===== src/verilog/emesh_pkg.sv =====
package emesh_pkg;

  // field widths of one mesh transaction
  // access and write are single bits and need no width here

  // stream address, used for both dstaddr and srcaddr
  localparam int AW = 32;

  // data word carried with each transaction
  localparam int DW = 32;

  // translated destination address on the output side
  localparam int PAW = 64;

  // transfer size code
  localparam int DMW = 2;

  // ctrlmode bits, passed through untouched
  localparam int CMW = 4;

  // low dstaddr bits that bypass translation
  localparam int OFS_W = 20;

  // upper AW-OFS_W dstaddr bits select the table entry,
  // the page field then replaces them in the wider address

endpackage


===== src/verilog/mmu_pkg.sv =====
package mmu_pkg;

  // translation table geometry

  // index bits, taken from the top of dstaddr
  localparam int IW = 12;

  // one entry per index value
  localparam int MD = 1 << IW;

  // page field, sized so page + offset fills the physical address
  localparam int MW = emesh_pkg::PAW - emesh_pkg::AW + IW;

  // stored entry = {valid, page}
  // valid sits at bit ENTRY_W-1, page in MW-1:0
  localparam int ENTRY_W = MW + 1;

  // dropped-transaction counter
  localparam int CNT_W = 16;

endpackage


===== src/verilog/mmu_cfg_port.sv =====
`timescale 1ns/100ps

module mmu_cfg_port (
  input  logic                        clk,
  input  logic                        rst_n,
  input  logic                        cfg_write,  // host write strobe
  input  logic                        cfg_read,   // host read strobe
  input  logic [mmu_pkg::IW-1:0]      cfg_addr,
  input  logic [mmu_pkg::ENTRY_W-1:0] cfg_wdata,
  input  logic [mmu_pkg::ENTRY_W-1:0] tb_rdata,   // port b data, one cycle after tb_addr
  output logic [mmu_pkg::ENTRY_W-1:0] cfg_rdata,
  output logic                        cfg_rvalid,
  output logic                        cfg_busy,   // high until the clear sweep is done
  output logic                        tb_we,
  output logic [mmu_pkg::IW-1:0]      tb_addr,
  output logic [mmu_pkg::ENTRY_W-1:0] tb_wdata
);

  logic [mmu_pkg::IW-1:0] clr_idx;  // sweep pointer
  logic                   clr_act;  // sweep owns port b this cycle
  logic                   host_wr;
  logic                   host_rd;

  // host strobes only count once the sweep has finished
  assign host_wr = cfg_write & ~cfg_busy;
  assign host_rd = cfg_read & ~cfg_write & ~cfg_busy;  // write wins

  // clear sweep, one entry per cycle
  always_ff @(posedge clk or negedge rst_n)
  begin
    if (!rst_n)
    begin
      cfg_busy <= 1'b1;
      clr_act  <= 1'b0;
      clr_idx  <= '0;
    end
    else if (cfg_busy)
    begin
      if (!clr_act)
        clr_act <= 1'b1;  // first cycle after reset arms the sweep
      else
      begin
        clr_idx <= clr_idx + 1'b1;
        if (&clr_idx)  // last entry written, pointer wraps
        begin
          clr_act  <= 1'b0;
          cfg_busy <= 1'b0;  // never set again until next reset
        end
      end
    end
  end

  // read pending flag lines up with the table's registered read
  always_ff @(posedge clk or negedge rst_n)
  begin
    if (!rst_n)
      cfg_rvalid <= 1'b0;
    else
      cfg_rvalid <= host_rd;
  end

  assign cfg_rdata = tb_rdata;  // full entry incl valid bit

  // port b mux, sweep or host
  assign tb_we    = clr_act | host_wr;
  assign tb_addr  = clr_act ? clr_idx : cfg_addr;
  assign tb_wdata = clr_act ? '0 : cfg_wdata;  // zero entry = invalid

endmodule


===== config.mk =====
export PLATFORM = sky130hd
export DESIGN_NAME = mmu_cfg_port
export DESIGN_NICKNAME = d
export VERILOG_FILES = /design/src/verilog/emesh_pkg.sv /design/src/verilog/mmu_pkg.sv /design/src/verilog/mmu_cfg_port.sv
export SDC_FILE = /design/constraint.sdc
export NUM_CORES = 1
export LEC_CHECK = 0
export ABC_AREA = 0
export BUFFER_PORTS_ARGS = -buffer_cell sky130_fd_sc_hd__buf_2
export CORE_AREA = 2 2 81 83
export DETAILED_ROUTE_END_ITERATION = 6
export DIE_AREA = 0 0 83 85
export GPL_TIMING_DRIVEN = 0
export PLACE_DENSITY = 0.81
export REMOVE_ABC_BUFFERS = 1
export SLEW_MARGIN = 30
export SYNTH_ARGS = -nofsm -noshare
export SYNTH_HDL_FRONTEND = slang
export SYNTH_SLANG_ARGS = --single-unit

===== constraint.sdc =====
create_clock -name clk -period 1.47 [get_ports clk]
set_clock_uncertainty 0.2 [all_clocks]
set_input_delay 0.147 -clock clk [delete_from_list [all_inputs] [get_ports clk]]
set_output_delay 0.147 -clock clk [all_outputs]
set_load 0.02 [all_outputs]

==> results of run 1 <==
## state kept, by name, summed over array words and instances (netlist names)
register,count
clr_act,1
cfg_busy,1
cfg_rvalid,1
clr_idx,12
## power by group through the flow
stage	sequential [mW]	clock [mW]	combinational [mW]
floorplan	0.424	0	0.175
global placement	0.422	0	0.343
detailed placement	0.422	0	0.344
CTS	0.415	0.337	0.413
global route	0.414	0.366	0.481
finish	0.415	0.336	0.457
## layout make-up
| cell class | count | area [um2] | share of cell area |
|---|---|---|---|
| clock buffer | 4 | 45.0 | 0.0171 |
| multi-input combinational | 96 | 951 | 0.361 |
| antenna | 1 | 2.50 | 0.000950 |
| inverter | 4 | 15.0 | 0.00570 |
| tap | 77 | 96.3 | 0.0366 |
| sequential | 15 | 385 | 0.146 |
| timing repair buffer | 140 | 1140 | 0.433 |
## stage by stage
step / setup WS, ns / std cells / area (um2) / setup TNS (ns) / power, mW
6_report: -0.251 / 337 / 2640 / -11.51 / 1.21
2_1_floorplan: -0.831 / 115 / 1130 / -41.95 / 0.599
3_5_place_dp: -0.443 / 312 / 1830 / -9.57 / 0.766
3_3_place_gp: -1.38 / 312 / 1830 / -74.29 / 0.765
4_1_cts: -0.222 / 331 / 2310 / -11.02 / 1.16
5_1_grt: -0.283 / 336 / 2630 / -14.00 / 1.26
## per-layer routing
| metal | wire length [um] | global-route usage | up-vias |
|---|---|---|---|
| li1 | - | - | 677 |
| met1 | 3380 | 0.273 | 748 |
| met2 | 3760 | 0.330 | 175 |
| met3 | 1600 | 0.193 | 17 |
| met4 | 143 | 0.0402 | 2 |
| met5 | 37 | 0.0629 | - |
## worst reg2reg max path: cells and delay by family (launching register included)
kind	cells	cell delay [ns]
buffers and inverters	3	0.43
DFF	1	0.46
and+or+nand+nor	2	0.30
xor gates and xnor gates	1	0.17
## cell usage in the layout, fill, tap and decap left out, types with 2 or more instances in the layout
| cell | instances |
|---|---|
| nand4_1 | 2 |
| nor4_2 | 2 |
| buf_4 | 35 |
| dlygate4sd3_1 | 3 |
| buf_12 | 5 |
| buf_6 | 33 |
| nand3_4 | 2 |
| nor2b_1 | 23 |
| clkbuf_8 | 3 |
| nor2b_2 | 11 |
| dfrtp_1 | 9 |
| nor2b_4 | 11 |
| mux2_2 | 11 |
| xnor2_1 | 5 |
| dfrtp_2 | 4 |
| nand2_1 | 3 |
| buf_2 | 61 |
| buf_16 | 2 |
| inv_1 | 4 |
| nor2_4 | 2 |
| xor2_1 | 6 |
| nor4_4 | 3 |
| nor2_1 | 3 |
| mux2_4 | 2 |
## final timing paths
path	start	endpoint	slack, ns	cells after the start
hold / removal	tb_rdata[19]	cfg_rdata[19]	0.09	0
setup reg to reg	clr_act	clr_idx[11]	-0.16	6
min in group asynchronous	rst_n	clr_idx[7]	0.14	2
hold reg to reg	clr_idx[8]	clr_idx[8]	0.32	1
setup / recovery	clr_act	tb_wdata[12]	-0.25	4
max in group asynchronous	rst_n	cfg_busy	0.62	2
## synthesized netlist by cell type
cell type | instances | area share
buf_4 | 45 | 0.22
nor2b_1 | 45 | 0.19
dfrtp_1 | 14 | 0.23
mux2_2 | 13 | 0.097
xor2_1 | 6 | 0.035
nor2_1 | 5 | 0.012
xnor2_1 | 5 | 0.029
buf_2 | 4 | 0.013
clkbuf_1 | 4 | 0.010
inv_1 | 4 | 0.010
nor4_2 | 4 | 0.033
nand2_1 | 3 | 0.0075
nand3_4 | 2 | 0.023
nand4_1 | 2 | 0.0083
a21o_1 | 1 | 0.0050
a21oi_1 | 1 | 0.0033
dfstp_2 | 1 | 0.017
ha_1 | 1 | 0.0083
nand2_2 | 1 | 0.0042
nand3_1 | 1 | 0.0033
nand3_2 | 1 | 0.0067
nand4_2 | 1 | 0.0083
nor3_1 | 1 | 0.0033
nor3_2 | 1 | 0.0067
nor3b_1 | 1 | 0.0050
nor4_1 | 1 | 0.0042
## repair_timing
item / in CTS / in global routing
hold buffers: 3 / 0
setup buffers: 10 / 5
cloned: 2 / 0
endpoints found under the hold margin: 16 / 0
pin swaps: 4 / 4
gates resized for setup: 86 / 67
setup endpoints to repair: 72 / 69
## cell families after synthesis
group,after synthesis,synth area share
xor gates and xnor gates,11,0.0641
buffers and inverters,57,0.258
and+or+nand+nor,69,0.314
muxes,13,0.0973
AOI/OAI and AO/OA,2,0.00832
adders and majority gates,1,0.00832
DFF,15,0.250
==> impl_metrics.env, run 1 <==
export IMPL_drc=0
export IMPL_syn_to_final_growth_pct=75.2
export IMPL_p_sw_frac=0.293
export IMPL_drt_antenna_violating_nets=0
export IMPL_cp_cell_sequence="buf_12 -> buf_16 -> nor2b_1 -> buf_4"
export IMPL_overflow=0
export IMPL_fillers=587
export IMPL_grt_pass1_vias=1607
export IMPL_final_layout_size_suffix_gt1_frac=0.757
export IMPL_critical_path_buf_inv_count=3
export IMPL_cts_sinks=15
export IMPL_fin_util=0.425
export IMPL_crit_required_ns=1.12
export IMPL_critPathMaxFanout=14
export IMPL_grt_max_degree=17
export IMPL_initial_core_util=0.242
export IMPL_setup_violations=67
export IMPL_die_w_um=83
export IMPL_critPathMaxStageDelay_ns=0.52
export IMPL_final_setup_worst_slack_ns=-0.251
export IMPL_yosysSeqAreaShare=0.250
export IMPL_p_switching_mw=0.354
export IMPL_grt_use_total=0.234
export IMPL_die_area_mm2=0.00706
export IMPL_io_buffer_count=120
export IMPL_worst_slew_pin_slew_ns=0.364
export IMPL_nNetsFinal=367
export IMPL_cpMaxStageDelayCell="dfrtp_4"
export IMPL_hold_violations=0
export IMPL_ys_ff_latch=15
export IMPL_clkSlewWorstSetupHoldPaths_ns=0.06
export IMPL_seqPwrFrac=0.344
export IMPL_ys_types=26
export IMPL_worstHoldPathType="primary input to primary output"
export IMPL_cts_tree="yes"
export IMPL_avgSynthCellArea_um2=8.95
export IMPL_p_clk_frac=0.278
export IMPL_netlist_area_mm2=0.00150
export IMPL_rsz0062_at_grt="true"
export IMPL_power_leakage_nw=1.35
export IMPL_vias_per_cell=4.80
export IMPL_clock_root_buffer="clkbuf_8"
export IMPL_critPathTopFamily="flip-flops"
export IMPL_fp_dieH_um=85
export IMPL_intPower_mw=0.853
export IMPL_grt_pass1_wl_mm=11.7
export IMPL_max_slew_margin=0.757
export IMPL_yosys_warnings=0
export IMPL_syn_inst=168
export IMPL_cp_data_arrival_time_ns=1.37
export IMPL_wl_per_cell_um=26.5
export IMPL_clock_latency_ns=0.25
export IMPL_start_kind="flop"
export IMPL_std_cell_rows=29
export IMPL_maxSlewViolCount=0
export IMPL_routed_wl_mm=8.92
export IMPL_gp_congestion=0.792
export IMPL_status="complete, but fails checks"
export IMPL_num_vias=1619
export IMPL_ir_worst_vdd_uv=454
export IMPL_whs_ns=0.0940
export IMPL_antenna_found_initial=0
export IMPL_power_frac_comb=0.378
export IMPL_period_share=1.17
export IMPL_path_class="flop to primary output"
export IMPL_cp_end_kind="primary output"
export IMPL_pin_count=211
export IMPL_hpwl_mm=6.41
export IMPL_ctsLongestPathBuffers=2
export IMPL_post_route_min_period_ns=1.72
export IMPL_first_iter_violations=55
export IMPL_maxCapViolCount=0
export IMPL_cts_max_level=1
export IMPL_violations="negative setup slack"
export IMPL_firstDrtPassIters=4
export IMPL_fp_coreArea_mm2=0.00620
export IMPL_pwr_density_cell_mw_per_mm2=458
export IMPL_numCtsBuffers=3
export IMPL_max_freq_mhz=581
Note: power is estimated with default switching activity, not from simulation.
==> inputs of run 2 (changes only) <==
BUFFER_PORTS_ARGS = -buffer_cell sky130_fd_sc_hd__clkbuf_2   (was -buffer_cell sky130_fd_sc_hd__buf_2)
SETUP_SLACK_MARGIN = 0.3   (was default)
==> run 2 against run 1 <==
Net effect:
- the run still ends with negative setup slack left
- power fell by 0.37%
- die area stayed put
- clock power up 6.5%
- sequential cell count unchanged
- sequential power about the same
- register-to-register slack better by 0.04 ns
- global-route usage is 1.0 points lower
- cell area decreased by 7.8%
- count of clock-buffer cells in the layout fell by 1
- critical path type unchanged
- largest power group unchanged
==> impl_metrics.env, run 2 (synthesized netlist as in run 1, its figures left out) <==
export IMPL_status="complete, but fails checks"
export IMPL_violations="negative setup slack"
export IMPL_syn_to_final_growth_pct=61.5
export IMPL_io_buffer_count=120
export IMPL_cts_tree="yes"
export IMPL_std_cell_rows=29
export IMPL_fp_coreArea_mm2=0.00620
export IMPL_pwr_density_cell_mw_per_mm2=495
export IMPL_numCtsBuffers=3
export IMPL_start_kind="flop"
export IMPL_hold_violations=0
export IMPL_ctsLongestPathBuffers=2
export IMPL_top_register="clr_idx"
export IMPL_overflow=0
export IMPL_antenna_found_initial=0
export IMPL_first_iter_violations=32
export IMPL_p_sw_frac=0.309
export IMPL_grt_max_degree=33
export IMPL_p_clk_frac=0.298
export IMPL_cpMaxStageDelayCell="dfrtp_4"
export IMPL_grt_pass1_wl_mm=11.1
export IMPL_final_setup_worst_slack_ns=-0.245
export IMPL_p_switching_mw=0.372
export IMPL_grt_use_total=0.224
export IMPL_cts_sinks=15
export IMPL_hpwl_mm=6.32
export IMPL_ir_worst_vdd_uv=475
export IMPL_pin_count=211
export IMPL_drc=0
export IMPL_clock_root_buffer="clkbuf_8"
export IMPL_die_w_um=83
export IMPL_crit_required_ns=1.12
export IMPL_routed_wl_mm=8.29
export IMPL_gp_congestion=0.794
export IMPL_setup_violations=68
export IMPL_final_common_cell="clkbuf_2"
export IMPL_critPathMaxStageDelay_ns=0.53
export IMPL_critical_path_buf_inv_count=2
export IMPL_num_vias=1561
export IMPL_rsz0062_at_grt="true"
export IMPL_nNetsFinal=360
export IMPL_seqPwrFrac=0.345
export IMPL_intPower_mw=0.831
export IMPL_critPathMaxFanout=7
export IMPL_cts_max_level=1
export IMPL_worst_slew_pin_slew_ns=0.409
export IMPL_fin_tns_setup_ns=-10.58
export IMPL_grt_pass1_vias=1545
export IMPL_post_route_min_period_ns=1.71
export IMPL_cp_end_kind="primary output"
export IMPL_vias_per_cell=4.74
export IMPL_final_area_mm2=0.00243
export IMPL_fp_dieH_um=85
export IMPL_clock_latency_ns=0.26
export IMPL_wl_per_cell_um=25.2
export IMPL_path_class="flop to primary output"
export IMPL_pre_cts_slack_ns=-0.414
export IMPL_max_freq_mhz=583
export IMPL_largest_register_ffs=12
export IMPL_final_layout_size_suffix_gt1_frac=0.734
export IMPL_power_leakage_nw=1.27
export IMPL_die_area_mm2=0.00706
export IMPL_maxCapViolCount=0
export IMPL_max_slew_margin=0.728
export IMPL_worstHoldPathType="primary input to primary output"
export IMPL_mostFrequentLayoutCells="clkbuf_2 (62), nor2b_1 (25), buf_4 (25)"
export IMPL_power_frac_comb=0.357
export IMPL_drt_antenna_violating_nets=0
export IMPL_initial_core_util=0.242
export IMPL_firstDrtPassIters=4
export IMPL_cp_data_arrival_time_ns=1.37
export IMPL_placed_cell_area_mm2=0.00183
export IMPL_cp_cell_sequence="buf_12 -> mux2_2 -> buf_6"
export IMPL_fin_util=0.391
export IMPL_maxSlewViolCount=0
export IMPL_period_share=1.17
export IMPL_clkSlewWorstSetupHoldPaths_ns=0.06
export IMPL_diodes=0
export IMPL_critPathTopFamily="flip-flops"
==> run 2: layout make-up <==
class / count / area, um2
clock buffers: 3 / 41.3
clock inverters: 1 / 5.00
fillers: 618 / 3780
inverters: 4 / 15.0
multi-input cells: 96 / 882
flip-flops and latches: 15 / 382
well taps: 77 / 96.3
repair buffers: 133 / 1010
==> run 2: worst paths after layout <==
path,start,end,slack (ns),cells past startpoint
max in group asynchronous,rst_n,clr_act,0.58,2
hold / removal,tb_rdata[19],cfg_rdata[19],0.09,0
hold reg to reg,cfg_busy,cfg_busy,0.31,2
min in group asynchronous,rst_n,clr_idx[7],0.16,2
setup / recovery,clr_act,tb_addr[8],-0.24,3
setup reg to reg,clr_act,clr_idx[10],-0.12,4
==> run 2: what timing repair did <==
action | 4_1_cts | 5_1_grt
buffers inserted | 7 | 2
cloned | 1 | 0
gates resized for setup | 73 | 86
endpoints found under the hold margin | 16 | 0
pin swaps | 2 | 1
hold buffers | 3 | 0
endpoints found under the setup margin | 73 | 73
==> run 2: power by group through the flow <==
stage / registers (mW) / clock network (mW) / logic (mW)
after floorplan: 0.424 / 0 / 0.175
after global placement: 0.422 / 0 / 0.345
after detailed placement: 0.422 / 0 / 0.347
after CTS: 0.415 / 0.353 / 0.394
after global routing: 0.414 / 0.383 / 0.455
final: 0.414 / 0.358 / 0.430
==> run 2: routing by layer <==
layer,share of wire,GRT usage,wire length (um),vias up
li1,-,-,-,661
met1,0.40,0.267,3290,732
met2,0.40,0.297,3350,160
met3,0.19,0.194,1560,6
met4,0.0064,0.0432,53,2
met5,0.0045,0.0839,37,-
==> run 2: per-stage QoR <==
step,power (mW),hold WS (ns),instances
2_1_floorplan,0.599,-0.349,115
3_3_place_gp,0.767,-0.127,312
3_5_place_dp,0.769,-0.113,312
4_1_cts,1.16,0.0941,327
5_1_grt,1.25,0.0941,329
6_report,1.20,0.0940,329
==> inputs of run 3 (changes only) <==
RECOVER_POWER = 100   (was default)
==> run 3 against run 2 <==
Net effect:
- the run still ends with negative setup slack left
- global-route usage unchanged
- die area unchanged
- sequential power hardly changed
- hold slack unchanged
- core utilization about the same
- combinational power barely moved
- register-to-register slack about the same
- non-clock buffer count unchanged
- largest cell class unchanged
==> impl_metrics.env, run 3 (synthesized netlist as in run 1, its figures left out) <==
export IMPL_status="complete, but fails checks"
export IMPL_violations="negative setup slack"
export IMPL_cpMaxStageDelayCell="dfrtp_4"
export IMPL_largest_register_ffs=12
export IMPL_critical_path_buf_inv_count=2
export IMPL_crit_required_ns=1.12
export IMPL_clock_root_buffer="clkbuf_8"
export IMPL_drt_antenna_violating_nets=0
export IMPL_path_class="flop to primary output"
export IMPL_routed_wl_mm=8.28
export IMPL_post_route_min_period_ns=1.71
export IMPL_cts_max_level=1
export IMPL_clkSlewWorstSetupHoldPaths_ns=0.06
export IMPL_cp_data_arrival_time_ns=1.37
export IMPL_numCtsBuffers=3
export IMPL_path_depth=3
export IMPL_final_common_cell="clkbuf_2"
export IMPL_maxCapViolCount=0
export IMPL_critPathMaxStageDelay_ns=0.53
export IMPL_dpl_cell_count=312
export IMPL_setup_violations=68
export IMPL_firstDrtPassIters=4
export IMPL_mostFrequentLayoutCells="clkbuf_2 (60), nor2b_1 (25), buf_4 (25)"
export IMPL_period_share=1.17
export IMPL_nNetsFinal=360
export IMPL_maxSlewViolCount=0
export IMPL_hold_depth=0
export IMPL_cts_tree="yes"
export IMPL_cp_end_kind="primary output"
export IMPL_initial_core_util=0.242
export IMPL_worst_slew_pin_slew_ns=0.881
export IMPL_ir_worst_vdd_uv=475
export IMPL_hold_violations=0
export IMPL_wl_per_cell_um=25.2
export IMPL_power_leakage_nw=1.27
export IMPL_pin_count=211
export IMPL_rsz0062_at_grt="true"
export IMPL_diodes=0
export IMPL_syn_to_final_growth_pct=61.3
export IMPL_die_w_um=83
export IMPL_grt_use_total=0.224
export IMPL_fin_cells=329
export IMPL_die_area_mm2=0.00706
export IMPL_clock_latency_ns=0.26
export IMPL_num_vias=1563
export IMPL_top_register="clr_idx"
export IMPL_grt_max_degree=33
export IMPL_max_freq_mhz=583
export IMPL_gp_congestion=0.794
export IMPL_final_layout_size_suffix_gt1_frac=0.726
export IMPL_grt_pass1_wl_mm=11.1
export IMPL_max_slew_margin=0.413
export IMPL_cp_cell_sequence="buf_12 -> mux2_2 -> buf_6"
export IMPL_whs_ns=0.0940
export IMPL_first_iter_violations=32
export IMPL_ctsLongestPathBuffers=2
export IMPL_critPathTopFamily="flip-flops"
export IMPL_grt_pass1_vias=1545
export IMPL_final_setup_worst_slack_ns=-0.245
export IMPL_io_buffer_count=120
export IMPL_drc=0
export IMPL_std_cell_rows=29
export IMPL_fp_dieH_um=85
export IMPL_critPathMaxFanout=7
export IMPL_antenna_found_initial=0
export IMPL_power_mw=1.20
export IMPL_start_kind="flop"
export IMPL_cts_sinks=15
export IMPL_fp_coreArea_mm2=0.00620
export IMPL_hpwl_mm=6.32
export IMPL_vias_per_cell=4.75
export IMPL_worstHoldPathType="primary input to primary output"
export IMPL_pwr_density_cell_mw_per_mm2=495
export IMPL_overflow=0
export IMPL_worstRegToRegCells=4
## run 3: final cells by class
| cell class | count | area (um2) |
|---|---|---|
| Timing Repair Buffer | 133 | 1000 |
| Inverter | 4 | 15.0 |
| Tap cell | 77 | 96.3 |
| Multi-Input combinational cell | 96 | 882 |
| Clock inverter | 1 | 5.00 |
| Sequential cell | 15 | 382 |
| Fill cell | 620 | 3780 |
| Clock buffer | 3 | 41.3 |
## run 3: repair_timing
item,4_1_cts,5_1_grt
setup buffers,7,2
resized for setup,73,86
hold buffers,3,0
endpoints found under the setup margin,73,73
cloned,1,0
pin swaps,2,1
hold endpoints to repair,16,0
## run 3: metrics by stage
step	setup slack, ns	instance area (um2)	util	setup TNS, ns
after floorplan	-0.831	1130	-	-41.95
after global placement	-1.34	1830	0.295	-71.86
after detailed placement	-0.414	1830	0.295	-9.38
after CTS	-0.253	2260	0.365	-11.04
after global routing	-0.272	2430	0.391	-13.53
final	-0.245	2430	0.391	-10.57
## run 3: final timing paths
kind	endpoint	slack [ns]	startpoint
max	tb_addr[8]	-0.24	clr_act
min	cfg_rdata[19]	0.09	tb_rdata[19]
max reg2reg	clr_idx[10]	-0.12	clr_act
min reg2reg	cfg_busy	0.31	cfg_busy
max in group asynchronous	clr_act	0.09	rst_n
min in group asynchronous	clr_idx[7]	0.33	rst_n
## run 3: worst reg2reg max path, stage by stage (launching register included)
cell and delay, ns:
dfrtp_4 0.48, bufbuf_16 0.30, nand4_4 0.15, nor4_4 0.20, xor2_1 0.18
## run 3: per-layer routing
metal,vias up,GRT usage,part of all wire
met5,-,0.0839,0.0045
met4,2,0.0432,0.0064
met3,6,0.194,0.19
met2,160,0.297,0.40
met1,733,0.267,0.40
li1,662,-,-
## run 3: where the power goes
group          switching, mW  total [mW]  internal [mW]  leakage (nW)
Combinational          0.201       0.429          0.228          1.04
Sequential          0.000304       0.414          0.414         0.201
Clock                  0.170       0.358          0.189        0.0255
Total                  0.371        1.20          0.830          1.27
