[config.mk]
export PLATFORM = sky130hd
export DESIGN_NAME = emesh_tx
export DESIGN_NICKNAME = d
export VERILOG_FILES = /design/src/verilog/emesh_pkg.sv /design/src/verilog/mmu_pkg.sv /design/src/verilog/emesh_tx.sv
export SDC_FILE = /design/constraint.sdc
export NUM_CORES = 1
export LEC_CHECK = 0
export ABC_AREA = 1
export BUFFER_PORTS_ARGS = -buffer_cell sky130_fd_sc_hd__buf_2
export CORE_AREA = 2 2 113 115
export DETAILED_ROUTE_END_ITERATION = 10
export DIE_AREA = 0 0 115 117
export PLACE_DENSITY = 0.77
export SLEW_MARGIN = 30
export SYNTH_ARGS = -nofsm -noshare
export SYNTH_HDL_FRONTEND = slang
export SYNTH_SLANG_ARGS = --single-unit
[constraint.sdc]
create_clock -name clk -period 2.7 [get_ports clk]
set_input_delay 0 -clock clk [delete_from_list [all_inputs] [get_ports clk]]
set_output_delay 0 -clock clk [all_outputs]
set_load 0.1 [all_outputs]
[src/verilog/emesh_pkg.sv]
package emesh_pkg;

  // field widths of one mesh transaction
  // access and write are single bits and need no width here

  // stream address, used for both dstaddr and srcaddr
  localparam int AW = 32;

  // data word carried with each transaction
  localparam int DW = 32;

  // translated destination address on the output side
  localparam int PAW = 64;

  // transfer size code
  localparam int DMW = 2;

  // ctrlmode bits, passed through untouched
  localparam int CMW = 4;

  // low dstaddr bits that bypass translation
  localparam int OFS_W = 20;

  // upper AW-OFS_W dstaddr bits select the table entry,
  // the page field then replaces them in the wider address

endpackage

[src/verilog/mmu_pkg.sv]
package mmu_pkg;

  // translation table geometry

  // index bits, taken from the top of dstaddr
  localparam int IW = 12;

  // one entry per index value
  localparam int MD = 1 << IW;

  // page field, sized so page + offset fills the physical address
  localparam int MW = emesh_pkg::PAW - emesh_pkg::AW + IW;

  // stored entry = {valid, page}
  // valid sits at bit ENTRY_W-1, page in MW-1:0
  localparam int ENTRY_W = MW + 1;

  // dropped-transaction counter
  localparam int CNT_W = 16;

endpackage

[src/verilog/emesh_tx.sv]
`timescale 1ns/100ps

module emesh_tx (
  input  logic                        clk,
  input  logic                        rst_n,
  input  logic                        xl_access,
  input  logic                        xl_miss,
  input  logic                        xl_write,
  input  logic [emesh_pkg::DMW-1:0]   xl_datamode,
  input  logic [emesh_pkg::CMW-1:0]   xl_ctrlmode,
  input  logic [emesh_pkg::PAW-1:0]   xl_dstaddr,
  input  logic [emesh_pkg::AW-1:0]    xl_srcaddr,
  input  logic [emesh_pkg::DW-1:0]    xl_data,
  output logic                        access_out,
  output logic                        write_out,
  output logic [emesh_pkg::DMW-1:0]   datamode_out,
  output logic [emesh_pkg::CMW-1:0]   ctrlmode_out,
  output logic [emesh_pkg::PAW-1:0]   dstaddr_out,   // translated, 64 bits
  output logic [emesh_pkg::AW-1:0]    srcaddr_out,
  output logic [emesh_pkg::DW-1:0]    data_out,
  output logic [mmu_pkg::CNT_W-1:0]   miss_count
);

  // output valid, the only control bit on this side
  always_ff @(posedge clk or negedge rst_n)
  begin
    if (!rst_n)
      access_out <= 1'b0;
    else
      access_out <= xl_access;  // receiver always ready
  end

  // fields keep their last values on idle and missed slots
  always_ff @(posedge clk)
  begin
    if (xl_access)
    begin
      write_out    <= xl_write;
      datamode_out <= xl_datamode;
      ctrlmode_out <= xl_ctrlmode;
      dstaddr_out  <= xl_dstaddr;
      srcaddr_out  <= xl_srcaddr;
      data_out     <= xl_data;
    end
  end

  // dropped transactions, sticks at all ones
  always_ff @(posedge clk or negedge rst_n)
  begin
    if (!rst_n)
      miss_count <= '0;
    else if (xl_miss && !(&miss_count))
      miss_count <= miss_count + 1'b1;
  end

endmodule

==> run metrics, run 1 <==
number of synthesized flops with an enable pin about 140; grt ovf 0; Synth area leader edfxtp_1; share of layout cells above drive strength 1 about 45%; Area after DPL ~6800 um^2; CTS tree built; clock buffer depth 2; via count about 4100; Switch Pwr 2.71 mW; die width around 120 um; final setup violation count 0; CP Launch Type flop; reg2reg setup slack between 0.9 and 1 ns; Avg Inst Size Synth ~18 um^2; Die Ht around 120 um; max-slew violation count 0; Netlist cell types 19; worst skew pair latency just over 0.4 ns; Mapped Area approximately 5000 um^2; max_cap viols 0; Initial Utilization just over 40%; status complete, no violations; Setup TNS 0 ns; Leak between 3 and 4 nW; synth top area cells edfxtp_1, dfrtp_1, nand2_1, inv_1, xnor2_1; number of routed nets with antenna violations 0; Nets slightly below 900; DIE AREA roughly 13000 um^2; clock skew between 0.004 and 0.005 ns; GRT Resource Usage Total a little under a quarter; initial antenna violation count 3; top-count cell post-synth edfxtp_1; yosys warns 0; Clock Power Share 32.8%; area fraction of the dominant cell type after synthesis 79.6%; CTS H-Tree Depth 4; Seq cells post-synth approximately 150; Pwr Total between 7 and 8 mW; fill count 799; clk sinks roughly 150; Remaining DRCs 0; internal power 4.61 mW; first-pass detailed-route iteration total 4; num rows about 40; Max Fclk roughly 580 MHz; Setup Fix Bufs, Post-CTS 0; PortBufs between 200 and 300; # placed instances a little over 700; Post-Syn Instances approximately 280; Main synth FF type edfxtp_1; top cells by count, synth edfxtp_1, nand2_1, dfrtp_1; total core area 12300 um^2; WL final 15500 um; # IOs 291; peak supply drop 636 uV; switching share of power between 30% and 40%; global-route wire length before repair about 22000 um; critical path class reg -> reg; worst hold path type in -> async; post-cts resize count 0; Wirelength per Cell 17.3 um; hold buffer count at cts 137; Post-synth ARST share 11.2%; fin crit period about 1.7 ns; gpl congestion 0.853; CTS root buffer clkbuf_16; sequential power share between 30% and 40%; hpwl dp about 9400 um; initial DRC count roughly 290; Num CTS Buffers 17; largest net degree at the start of global routing 61; CTS clock-pin slew for the worst setup and hold paths ~0.06 ns; combinational power share 27.8%; Design Area, Final 8740 um^2; PwrDens approximately 840 nW/um^2; CP Capture Type flop; vias in the first global route 4383; Crit path arrival time 2.07 ns; Vias per Instance about 4.6; RSZ-0062 raised after global routing false; Seq/Total Area, Yosys about 90%; Worst-Margin Slew about 0.64 ns; syn_nets 419; CP max FO 9; final hold vios 0; Final period util 63.9%; area delta synth->final 71.5%; Req. time, crit path approximately 3.0 ns; final non-filler cell total between 800 and 900; Slew HR 57.3%
[metal layers]
metal  part of all wire [%]  global-route usage [%]  vias to the layer above  wire length, um
met5                      0                       0                        -                0
met4                    2.9                    11.2                        0              448
met3                    6.9                    6.80                       39             1070
met2                     55                    41.4                      181             8450
met1                     36                    24.2                     1953             5490
li1                       -                       -                     1911                -
[metrics by stage]
step | utilization, % | hold slack (ns) | worst slack (ns)
2_1_floorplan | - | -0.296 | 0.644
3_3_place_gp | 54.9 | -0.0482 | 1.03
3_5_place_dp | 54.9 | -0.0358 | 1.01
4_1_cts | 70.9 | 0.0511 | 0.988
5_1_grt | 70.9 | 0.0721 | 0.866
6_report | 71.0 | 0.0512 | 0.976
[logic make-up (layout without fill, tap and decap cells)]
| family | Yosys count | after routing | share of synthesized area [%] |
|---|---|---|---|
| compound gates | 6 | 6 | 0.810 |
| simple gates | 101 | 101 | 8.99 |
| fa+ha+maj | 1 | 1 | 0.246 |
| flops | 152 | 152 | 87.9 |
| other cells | 0 | 4 | 0 |
| xor+xnor | 5 | 5 | 0.859 |
| buf+inv | 14 | 474 | 1.18 |
[cells in the final DEF (no fill, tap or decap), drive strengths merged]
master / Yosys / final
buf: 1 / 292
bufinv: 0 / 3
clkbuf: 0 / 18
clkinv: 0 / 5
clkinvlp: 0 / 2
dfrtp: 17 / 17
diode: 0 / 4
dlygate4sd3: 0 / 137
edfxtp: 135 / 135
ha: 1 / 1
inv: 13 / 17
nand2: 68 / 68
nand3: 8 / 8
nand3b: 1 / 1
nand4: 6 / 6
nor2: 16 / 16
nor3: 2 / 2
o21ai: 6 / 6
xnor2: 5 / 5
[worst max-delay path, stage by stage, from the launching register on]
cell	delay (ns)
dfrtp_1	0.44
ha_1	0.31
nand3_4	0.14
nor2_2	0.06
nor2_1	0.49
nand2_1	0.13
nand2_1	0.08
[sequential cells by signal, summed over array words and instances (netlist names)]
name          count
access_out        1
ctrlmode_out      4
data_out         32
datamode_out      2
dstaddr_out      64
miss_count       16
srcaddr_out      32
write_out         1
[power groups by stage]
| stage | clock network, mW | logic (mW) | registers (mW) |
|---|---|---|---|
| 2_1_floorplan | 0 | 0.0782 | 4.35 |
| 3_3_place_gp | 0 | 1.86 | 2.91 |
| 3_5_place_dp | 0 | 1.87 | 2.92 |
| 4_1_cts | 2.43 | 2.03 | 2.87 |
| 5_1_grt | 2.54 | 2.10 | 2.90 |
| 6_report | 2.40 | 2.04 | 2.88 |
[layout make-up]
cell class / count / area, um^2 / area share, %
flip-flops and latches: 152 / 4480 / 51.3
repair buffers: 429 / 2860 / 32.7
multi-input cells: 113 / 556 / 6.36
clock buffers: 18 / 429 / 4.91
well taps: 150 / 188 / 2.15
clock inverters: 14 / 171 / 1.96
inverters: 13 / 48.8 / 0.558
diodes: 4 / 10.0 / 0.115
[path summary, 6_finish.rpt]
check,from,to,depth (start not counted)
setup / recovery,miss_count[0]$_DFFE_PN0P_,miss_count[13]$_DFFE_PN0P_,6
hold / removal,rst_n,miss_count[1]$_DFFE_PN0P_,2
setup reg to reg,miss_count[0]$_DFFE_PN0P_,miss_count[13]$_DFFE_PN0P_,6
hold reg to reg,miss_count[10]$_DFFE_PN0P_,miss_count[10]$_DFFE_PN0P_,2
max in group asynchronous,rst_n,miss_count[13]$_DFFE_PN0P_,2
min in group clk,xl_access,datamode_out[0]$_DFFE_PP_,1
Power figures use the tool's default switching activity.
==> inputs of run 2 (changes only) <==
Settings changed: CORE_AREA 2 2 113 115 to 2 2 114 116, DIE_AREA 0 0 115 117 to 0 0 116 118, PLACE_DENSITY 0.77 to 0.75.
Clock period 2.7 ns to 1.7 ns, I/O delays scaled along.
==> run 2 against run 1 <==
Via count increased by 3.1%. Die area rose by 1.7%. Total power rose by 62%. Register-to-register slack got worse by 0.74 ns. Final area is 1.7% higher. First-iteration DRC count shrank 22%. Worst hold slack worse by 0.010 ns. Utilization grew 0.60 points. Cell count is 3.4% higher. Non-clock buffer count increased by 5. Clock-buffer cell count is the same. Critical path depth is the same. Critical path type unchanged. Critical endpoint is now miss_count[12]$_DFFE_PN0P_. Largest cell class unchanged. Largest power group unchanged.
==> run metrics, run 2 (same netlist as run 1, synthesis figures left out) <==
status complete, no violations (unchanged); number of routed nets with antenna violations 0 (unchanged); Req. time, crit path 2.01 ns (was 3.04 ns); CP dominant cell by count nand2_1 (unchanged); critical path class reg -> reg (unchanged); worst reg2reg path depth 6 (unchanged); CP Launch Type flop (unchanged); GRT Resource Usage Total 23.9% (was 22.8%); final setup violation count 0 (unchanged); grt ovf 0 (unchanged); max_cap viols 0 (unchanged); first-pass detailed-route iteration total 4 (unchanged); vias in the first global route 4527 (was 4383); Setup WS pre-CTS 0.233 ns (was 1.01 ns); Switch Pwr 4.36 mW (was 2.71 mW); area delta synth->final 74.4% (was 71.5%); Wirelength per Cell 17.9 um (was 17.3 um); RSZ-0062 raised after global routing false (unchanged); max incr delay on CP 0.42 ns (was 0.49 ns); DIE AREA 13700 um^2 (was 13500 um^2); post-layout util 71.6% (was 71.0%); slowest stage cell, crit path dfrtp_2 (was nor2_1); num rows 41 (unchanged); Clock Power Share 33.7% (was 32.8%); clock buffer depth 2 (unchanged); post-cts resize count 0 (unchanged); PortBufs 290 (unchanged); Initial Utilization 41.0% (was 41.4%); Final period util 86.2% (was 63.9%); Worst-Margin Slew 0.529 ns (was 0.639 ns); largest register by flop count dstaddr_out (unchanged); worst skew pair latency 0.42 ns (was 0.41 ns); reg2reg setup slack 0.23 ns (was 0.98 ns); CTS root buffer clkbuf_16 (unchanged); CTS H-Tree Depth 4 (unchanged); Num CTS Buffers 17 (unchanged); # IOs 291 (unchanged); initial DRC count 224 (was 286); initial antenna violation count 6 (was 3); Worst R2R Start miss_count[0]$_DFFE_PN0P_ (unchanged); PwrDens 1330 nW/um^2 (was 838 nW/um^2); clock skew 0.00636 ns (was 0.00486 ns); most common cell after layout, fill and taps aside buf_2 (unchanged); switching share of power 36.8% (was 37.0%); gpl congestion 0.890 (was 0.853); Pwr Total 11.9 mW (was 7.32 mW); peak supply drop 1280 uV (was 636 uV); Nets 871 (was 866); WL final 16500 um (was 15500 um); Die Ht 118 um (was 117 um); global-route wire length before repair 24000 um (was 22400 um); Vias per Instance 4.56 (was 4.57); top flop regs dstaddr_out x64, data_out x32, srcaddr_out x32 (unchanged); clk sinks 152 (unchanged); CP Capture Type flop (unchanged); combinational power share 27.6% (was 27.8%); CP max FO 7 (was 9); sequential power share 38.7% (was 39.4%); CTS clock-pin slew for the worst setup and hold paths 0.06 ns (about the same); Crit path arrival time 1.77 ns (was 2.07 ns); share of layout cells above drive strength 1 47.3% (was 45.1%); most frequent cells in the layout buf_2, dlygate4sd3_1, edfxtp_1 (unchanged); Leak 3.86 nW (was 3.84 nW); Remaining DRCs 0 (unchanged); post-route setup slack 0.235 ns (was 0.976 ns); worst hold path type in -> async (unchanged); CTS tree built (unchanged); crit path cell chain ha_1, nand3_1, nor3_1, nand2_1, o21ai_0, nand2_1 (was ha_1, nand3_4, nor2_2, nor2_1, nand2_1, nand2_1); hpwl dp 10100 um (was 9430 um); fin crit period 1.47 ns (was 1.72 ns); internal power 7.50 mW (was 4.61 mW); Slew HR 64.9% (was 57.3%); via count 4210 (was 4084); max-slew violation count 0 (unchanged); largest net degree at the start of global routing 39 (was 61); Max Fclk 682 MHz (was 580 MHz); max reg flops 64 (unchanged); final hold vios 0 (unchanged); die width 116 um (was 115 um); Crit Reg-Reg Endpoint miss_count[12]$_DFFE_PN0P_ (was miss_count[13]$_DFFE_PN0P_); total core area 12400 um^2 (was 12300 um^2)
-- run 2: changes by cell type in the layout (fill, tap and decap cells not counted), moves of 3 or more --
cell      previous run  this run
dfrtp_1             17         1
dfrtp_2              0        16
clkinv_4             1         4
diode_2              4         7
inv_6                3         0
-- run 2: power groups by stage --
stage               Sequential (mW)  Clock [mW]  Combinational [mW]
CTS                            4.58        4.03                3.26
finish                         4.60        3.99                3.27
floorplan                      6.92           0               0.122
global route                   4.63        4.21                3.37
global placement               4.63           0                2.98
detailed placement             4.66           0                3.00
-- run 2: critical path: cells and delay by family, from the launching register on --
kind | cells | cell delay, ns
DFF | 1 | 0.42
AOI/OAI and AO/OA | 1 | 0.15
and+or+nand+nor | 4 | 0.48
adders and majority gates | 1 | 0.30
-- run 2: worst max path at each step --
stage | start | to | slack [ns] | cells after the start
finish | miss_count[0]$_DFFE_PN0P_ | miss_count[12]$_DFFE_PN0P_ | 0.23 | 6
global route | miss_count[0]$_DFFE_PN0P_ | miss_count[12]$_DFFE_PN0P_ | 0.12 | 6
CTS | miss_count[0]$_DFFE_PN0P_ | miss_count[5]$_DFFE_PN0P_ | 0.24 | 4
detailed placement | miss_count[0]$_DFFE_PN0P_ | miss_count[5]$_DFFE_PN0P_ | 0.23 | 4
global placement | miss_count[0]$_DFFE_PN0P_ | miss_count[12]$_DFFE_PN0P_ | 0.29 | 6
floorplan | miss_count[0]$_DFFE_PN0P_ | miss_count[12]$_DFFE_PN0P_ | -0.004 | 6
-- run 2: stage by stage --
| stage | TNS, ns | std cells | instance area [um^2] | hold slack [ns] |
|---|---|---|---|---|
| final | 0 | 923 | 8890 | 0.0411 |
| after global routing | 0 | 922 | 8880 | 0.0711 |
| after CTS | 0 | 916 | 8870 | 0.0333 |
| after detailed placement | 0 | 746 | 6860 | -0.0458 |
| after global placement | 0 | 746 | 6860 | -0.0512 |
| after floorplan | -0.00356 | 279 | 5110 | -0.296 |
-- run 2: timing repair --
item | 4_1_cts | 5_1_grt
hold buffers | 138 | 0
setup endpoints to repair | 0 | 0
hold endpoints to repair | 187 | 0
setup buffers | 0 | 0
-- run 2: routing by layer --
| layer | vias to the layer above | routed length [um] | track usage, % |
|---|---|---|---|
| li1 | 1929 | - | - |
| met1 | 2016 | 5630 | 24.2 |
| met2 | 221 | 8840 | 42.4 |
| met3 | 44 | 1440 | 8.70 |
| met4 | 0 | 602 | 12.4 |
| met5 | - | 0 | 0 |
-- run 2: area by class of cell --
| cell class | count | area [um^2] |
|---|---|---|
| antenna | 7 | 17.5 |
| fill | 836 | 3530 |
| clock buffer | 18 | 429 |
| inverter | 13 | 48.8 |
| clock inverter | 14 | 199 |
| tap | 172 | 215 |
| timing repair buffer | 434 | 2920 |
| sequential | 152 | 4500 |
| multi-input combinational | 113 | 556 |
==> inputs of run 3 (changes only) <==
Settings changed: CORE_AREA 2 2 114 116 to not set, CORE_MARGIN set to 2, CORE_UTILIZATION set to 39, DIE_AREA 0 0 116 118 to not set.
Clock period 1.7 ns to 1.2 ns, I/O delays scaled along.
==> run 3 against run 2 <==
The flow now finishes with violations (setup timing). Final area rose by 10%. Sequential cell count stayed put. Sequential share of layout area decreased by 4.3 points. Sequential power grew 42%. Wire length increased by 4.9%. Worst setup slack got worse by 0.37 ns. Global-route usage grew 0.16 points. Die area increased by 2.2%. Largest power group unchanged. Highest routed layer unchanged.
==> run metrics, run 3 (same netlist as run 1, synthesis figures left out) <==
status finished, violations left (was complete, no violations); failing checks setup timing; initial antenna violation count 3 (was 6); Max Fclk 748 MHz (was 682 MHz); Slew HR 66.1% (was 64.9%); Remaining DRCs 0 (unchanged); # IOs 291 (unchanged); initial DRC count 295 (was 224); Switch Pwr 6.39 mW (was 4.36 mW); clk sinks 152 (unchanged); Num CTS Buffers 17 (unchanged); max-slew violation count 0 (unchanged); worst hold path type in -> reg (was in -> async); vias in the first global route 4691 (was 4527); combinational power share 31.8% (was 27.6%); CP Launch Type flop (unchanged); CTS clock-pin slew for the worst setup and hold paths 0.06 ns (about the same); die width 118 um (was 116 um); switching share of power 37.1% (was 36.8%); reg2reg setup slack -0.14 ns (was 0.23 ns); largest net degree at the start of global routing 33 (was 39); final non-filler cell total 959 (was 923); Nets 911 (was 871); CTS tree built (unchanged); Vias per Instance 4.57 (was 4.56); Design Area, Final 9800 um^2 (was 8890 um^2); share of layout cells above drive strength 1 52.9% (was 47.3%); GRT Resource Usage Total 24.1% (was 23.9%); PortBufs 290 (unchanged); clock buffer depth 2 (unchanged); Req. time, crit path 1.50 ns (was 2.01 ns); gpl congestion 0.840 (was 0.890); first-pass detailed-route iteration total 4 (unchanged); CP Capture Type flop (unchanged); max reg flops 64 (unchanged); final hold vios 0 (unchanged); Leak 4.22 nW (was 3.86 nW); via count 4386 (was 4210); grt ovf 0 (unchanged); Die Ht 118 um (about the same); Final period util 111% (was 86.2%); post-route setup slack -0.138 ns (was 0.235 ns); Area after DPL 7390 um^2 (was 6860 um^2); critical path class reg -> reg (unchanged); Crit path arrival time 1.64 ns (was 1.77 ns); peak supply drop 1250 uV (was 1280 uV); final setup violation count 27 (was 0); Setup WS pre-CTS -0.135 ns (was 0.233 ns); Worst-Margin Slew 0.512 ns (was 0.529 ns); CTS root buffer clkbuf_16 (unchanged); internal power 10.9 mW (was 7.50 mW); RSZ-0062 raised after global routing true (was false); Clock Power Share 30.2% (was 33.7%); number of routed nets with antenna violations 0 (unchanged); global-route wire length before repair 25300 um (was 24000 um); PwrDens 1760 nW/um^2 (was 1330 nW/um^2); most common cell after layout, fill and taps aside buf_2 (unchanged); largest register by flop count dstaddr_out (unchanged); max_cap viols 0 (unchanged); WL final 17300 um (was 16500 um); Setup TNS -1.96 ns (was 0 ns); total core area 12700 um^2 (was 12400 um^2); top flop regs dstaddr_out x64, data_out x32, srcaddr_out x32 (unchanged); Initial Utilization 40.2% (was 41.0%); most frequent cells in the layout buf_2, dlygate4sd3_1, edfxtp_1 (unchanged); area delta synth->final 92.3% (was 74.4%); hpwl dp 10000 um (was 10100 um); CTS H-Tree Depth 4 (unchanged); CP max FO 7 (unchanged); num rows 41 (unchanged); Wirelength per Cell 18.0 um (was 17.9 um); # placed instances 769 (was 746); clock skew 0.00314 ns (was 0.00636 ns); fin crit period 1.34 ns (was 1.47 ns); worst skew pair latency 0.41 ns (was 0.42 ns); DIE AREA 14000 um^2 (was 13700 um^2); sequential power share 38.0% (was 38.7%)
-- run 3: changes by cell type in the layout (fill, tap and decap cells not counted), sizes merged, moves of 2 or more --
| cell | previous run | this run |
|---|---|---|
| buf | 296 | 276 |
| bufinv | 4 | 2 |
| diode | 7 | 3 |
| clkbuf | 18 | 78 |
-- run 3: critical path, cell delays in order, from the launching register on --
cell and delay [ns]:
dfrtp_4 0.46, nand2_4 0.06, nor2_4 0.11, nand3_4 0.14, nor2_4 0.24, nand3_2 0.10
nand2_2 0.06, nand2_1 0.05
-- run 3: repair_timing --
item,in CTS,in global routing
cloned,1,0
hold buffers,137,0
gates resized for setup,39,74
endpoints found under the setup margin,52,91
setup buffers,12,5
hold endpoints to repair,156,0
pin swaps,2,16
-- run 3: through the flow --
step / power, mW / hold slack [ns] / utilization (%)
finish: 17.3 / 0.0160 / 77.3
global route: 17.7 / 0.00631 / 77.3
CTS: 17.1 / 0.000806 / 75.5
detailed placement: 11.4 / -0.0416 / 58.3
global placement: 11.3 / -0.0533 / 58.3
floorplan: 10.1 / -0.296 / -
-- run 3: power groups by stage --
stage	sequential, mW	clock (mW)	combinational, mW
after floorplan	9.88	0	0.210
after global placement	6.59	0	4.75
after detailed placement	6.61	0	4.79
after CTS	6.52	5.26	5.28
after global routing	6.59	5.48	5.62
final	6.55	5.21	5.48
-- run 3: final timing paths --
check,from,end,cells past startpoint
max reg2reg,miss_count[5]$_DFFE_PN0P_,miss_count[10]$_DFFE_PN0P_,7
min reg2reg,miss_count[1]$_DFFE_PN0P_,miss_count[1]$_DFFE_PN0P_,2
min in group asynchronous,rst_n,miss_count[12]$_DFFE_PN0P_,2
max,miss_count[5]$_DFFE_PN0P_,miss_count[10]$_DFFE_PN0P_,7
min,xl_access,dstaddr_out[12]$_DFFE_PP_,1
max in group asynchronous,rst_n,miss_count[8]$_DFFE_PN0P_,2
-- run 3: final cells by class --
class / instances / area, um^2
timing repair buffer: 473 / 3720
multi-input combinational: 114 / 689
fill: 718 / 2880
tap: 172 / 215
antenna: 3 / 7.51
clock inverter: 14 / 149
clock buffer: 18 / 429
sequential: 152 / 4540
inverter: 13 / 48.8
-- run 3: routing by layer --
metal  part of all wire, %  GRT usage (%)  vias up
li1                      -              -     2005
met1                    36           26.1     2153
met2                    56           44.0      204
met3                   6.4           7.05       24
met4                   1.7           9.56        0
met5                     0              0        -
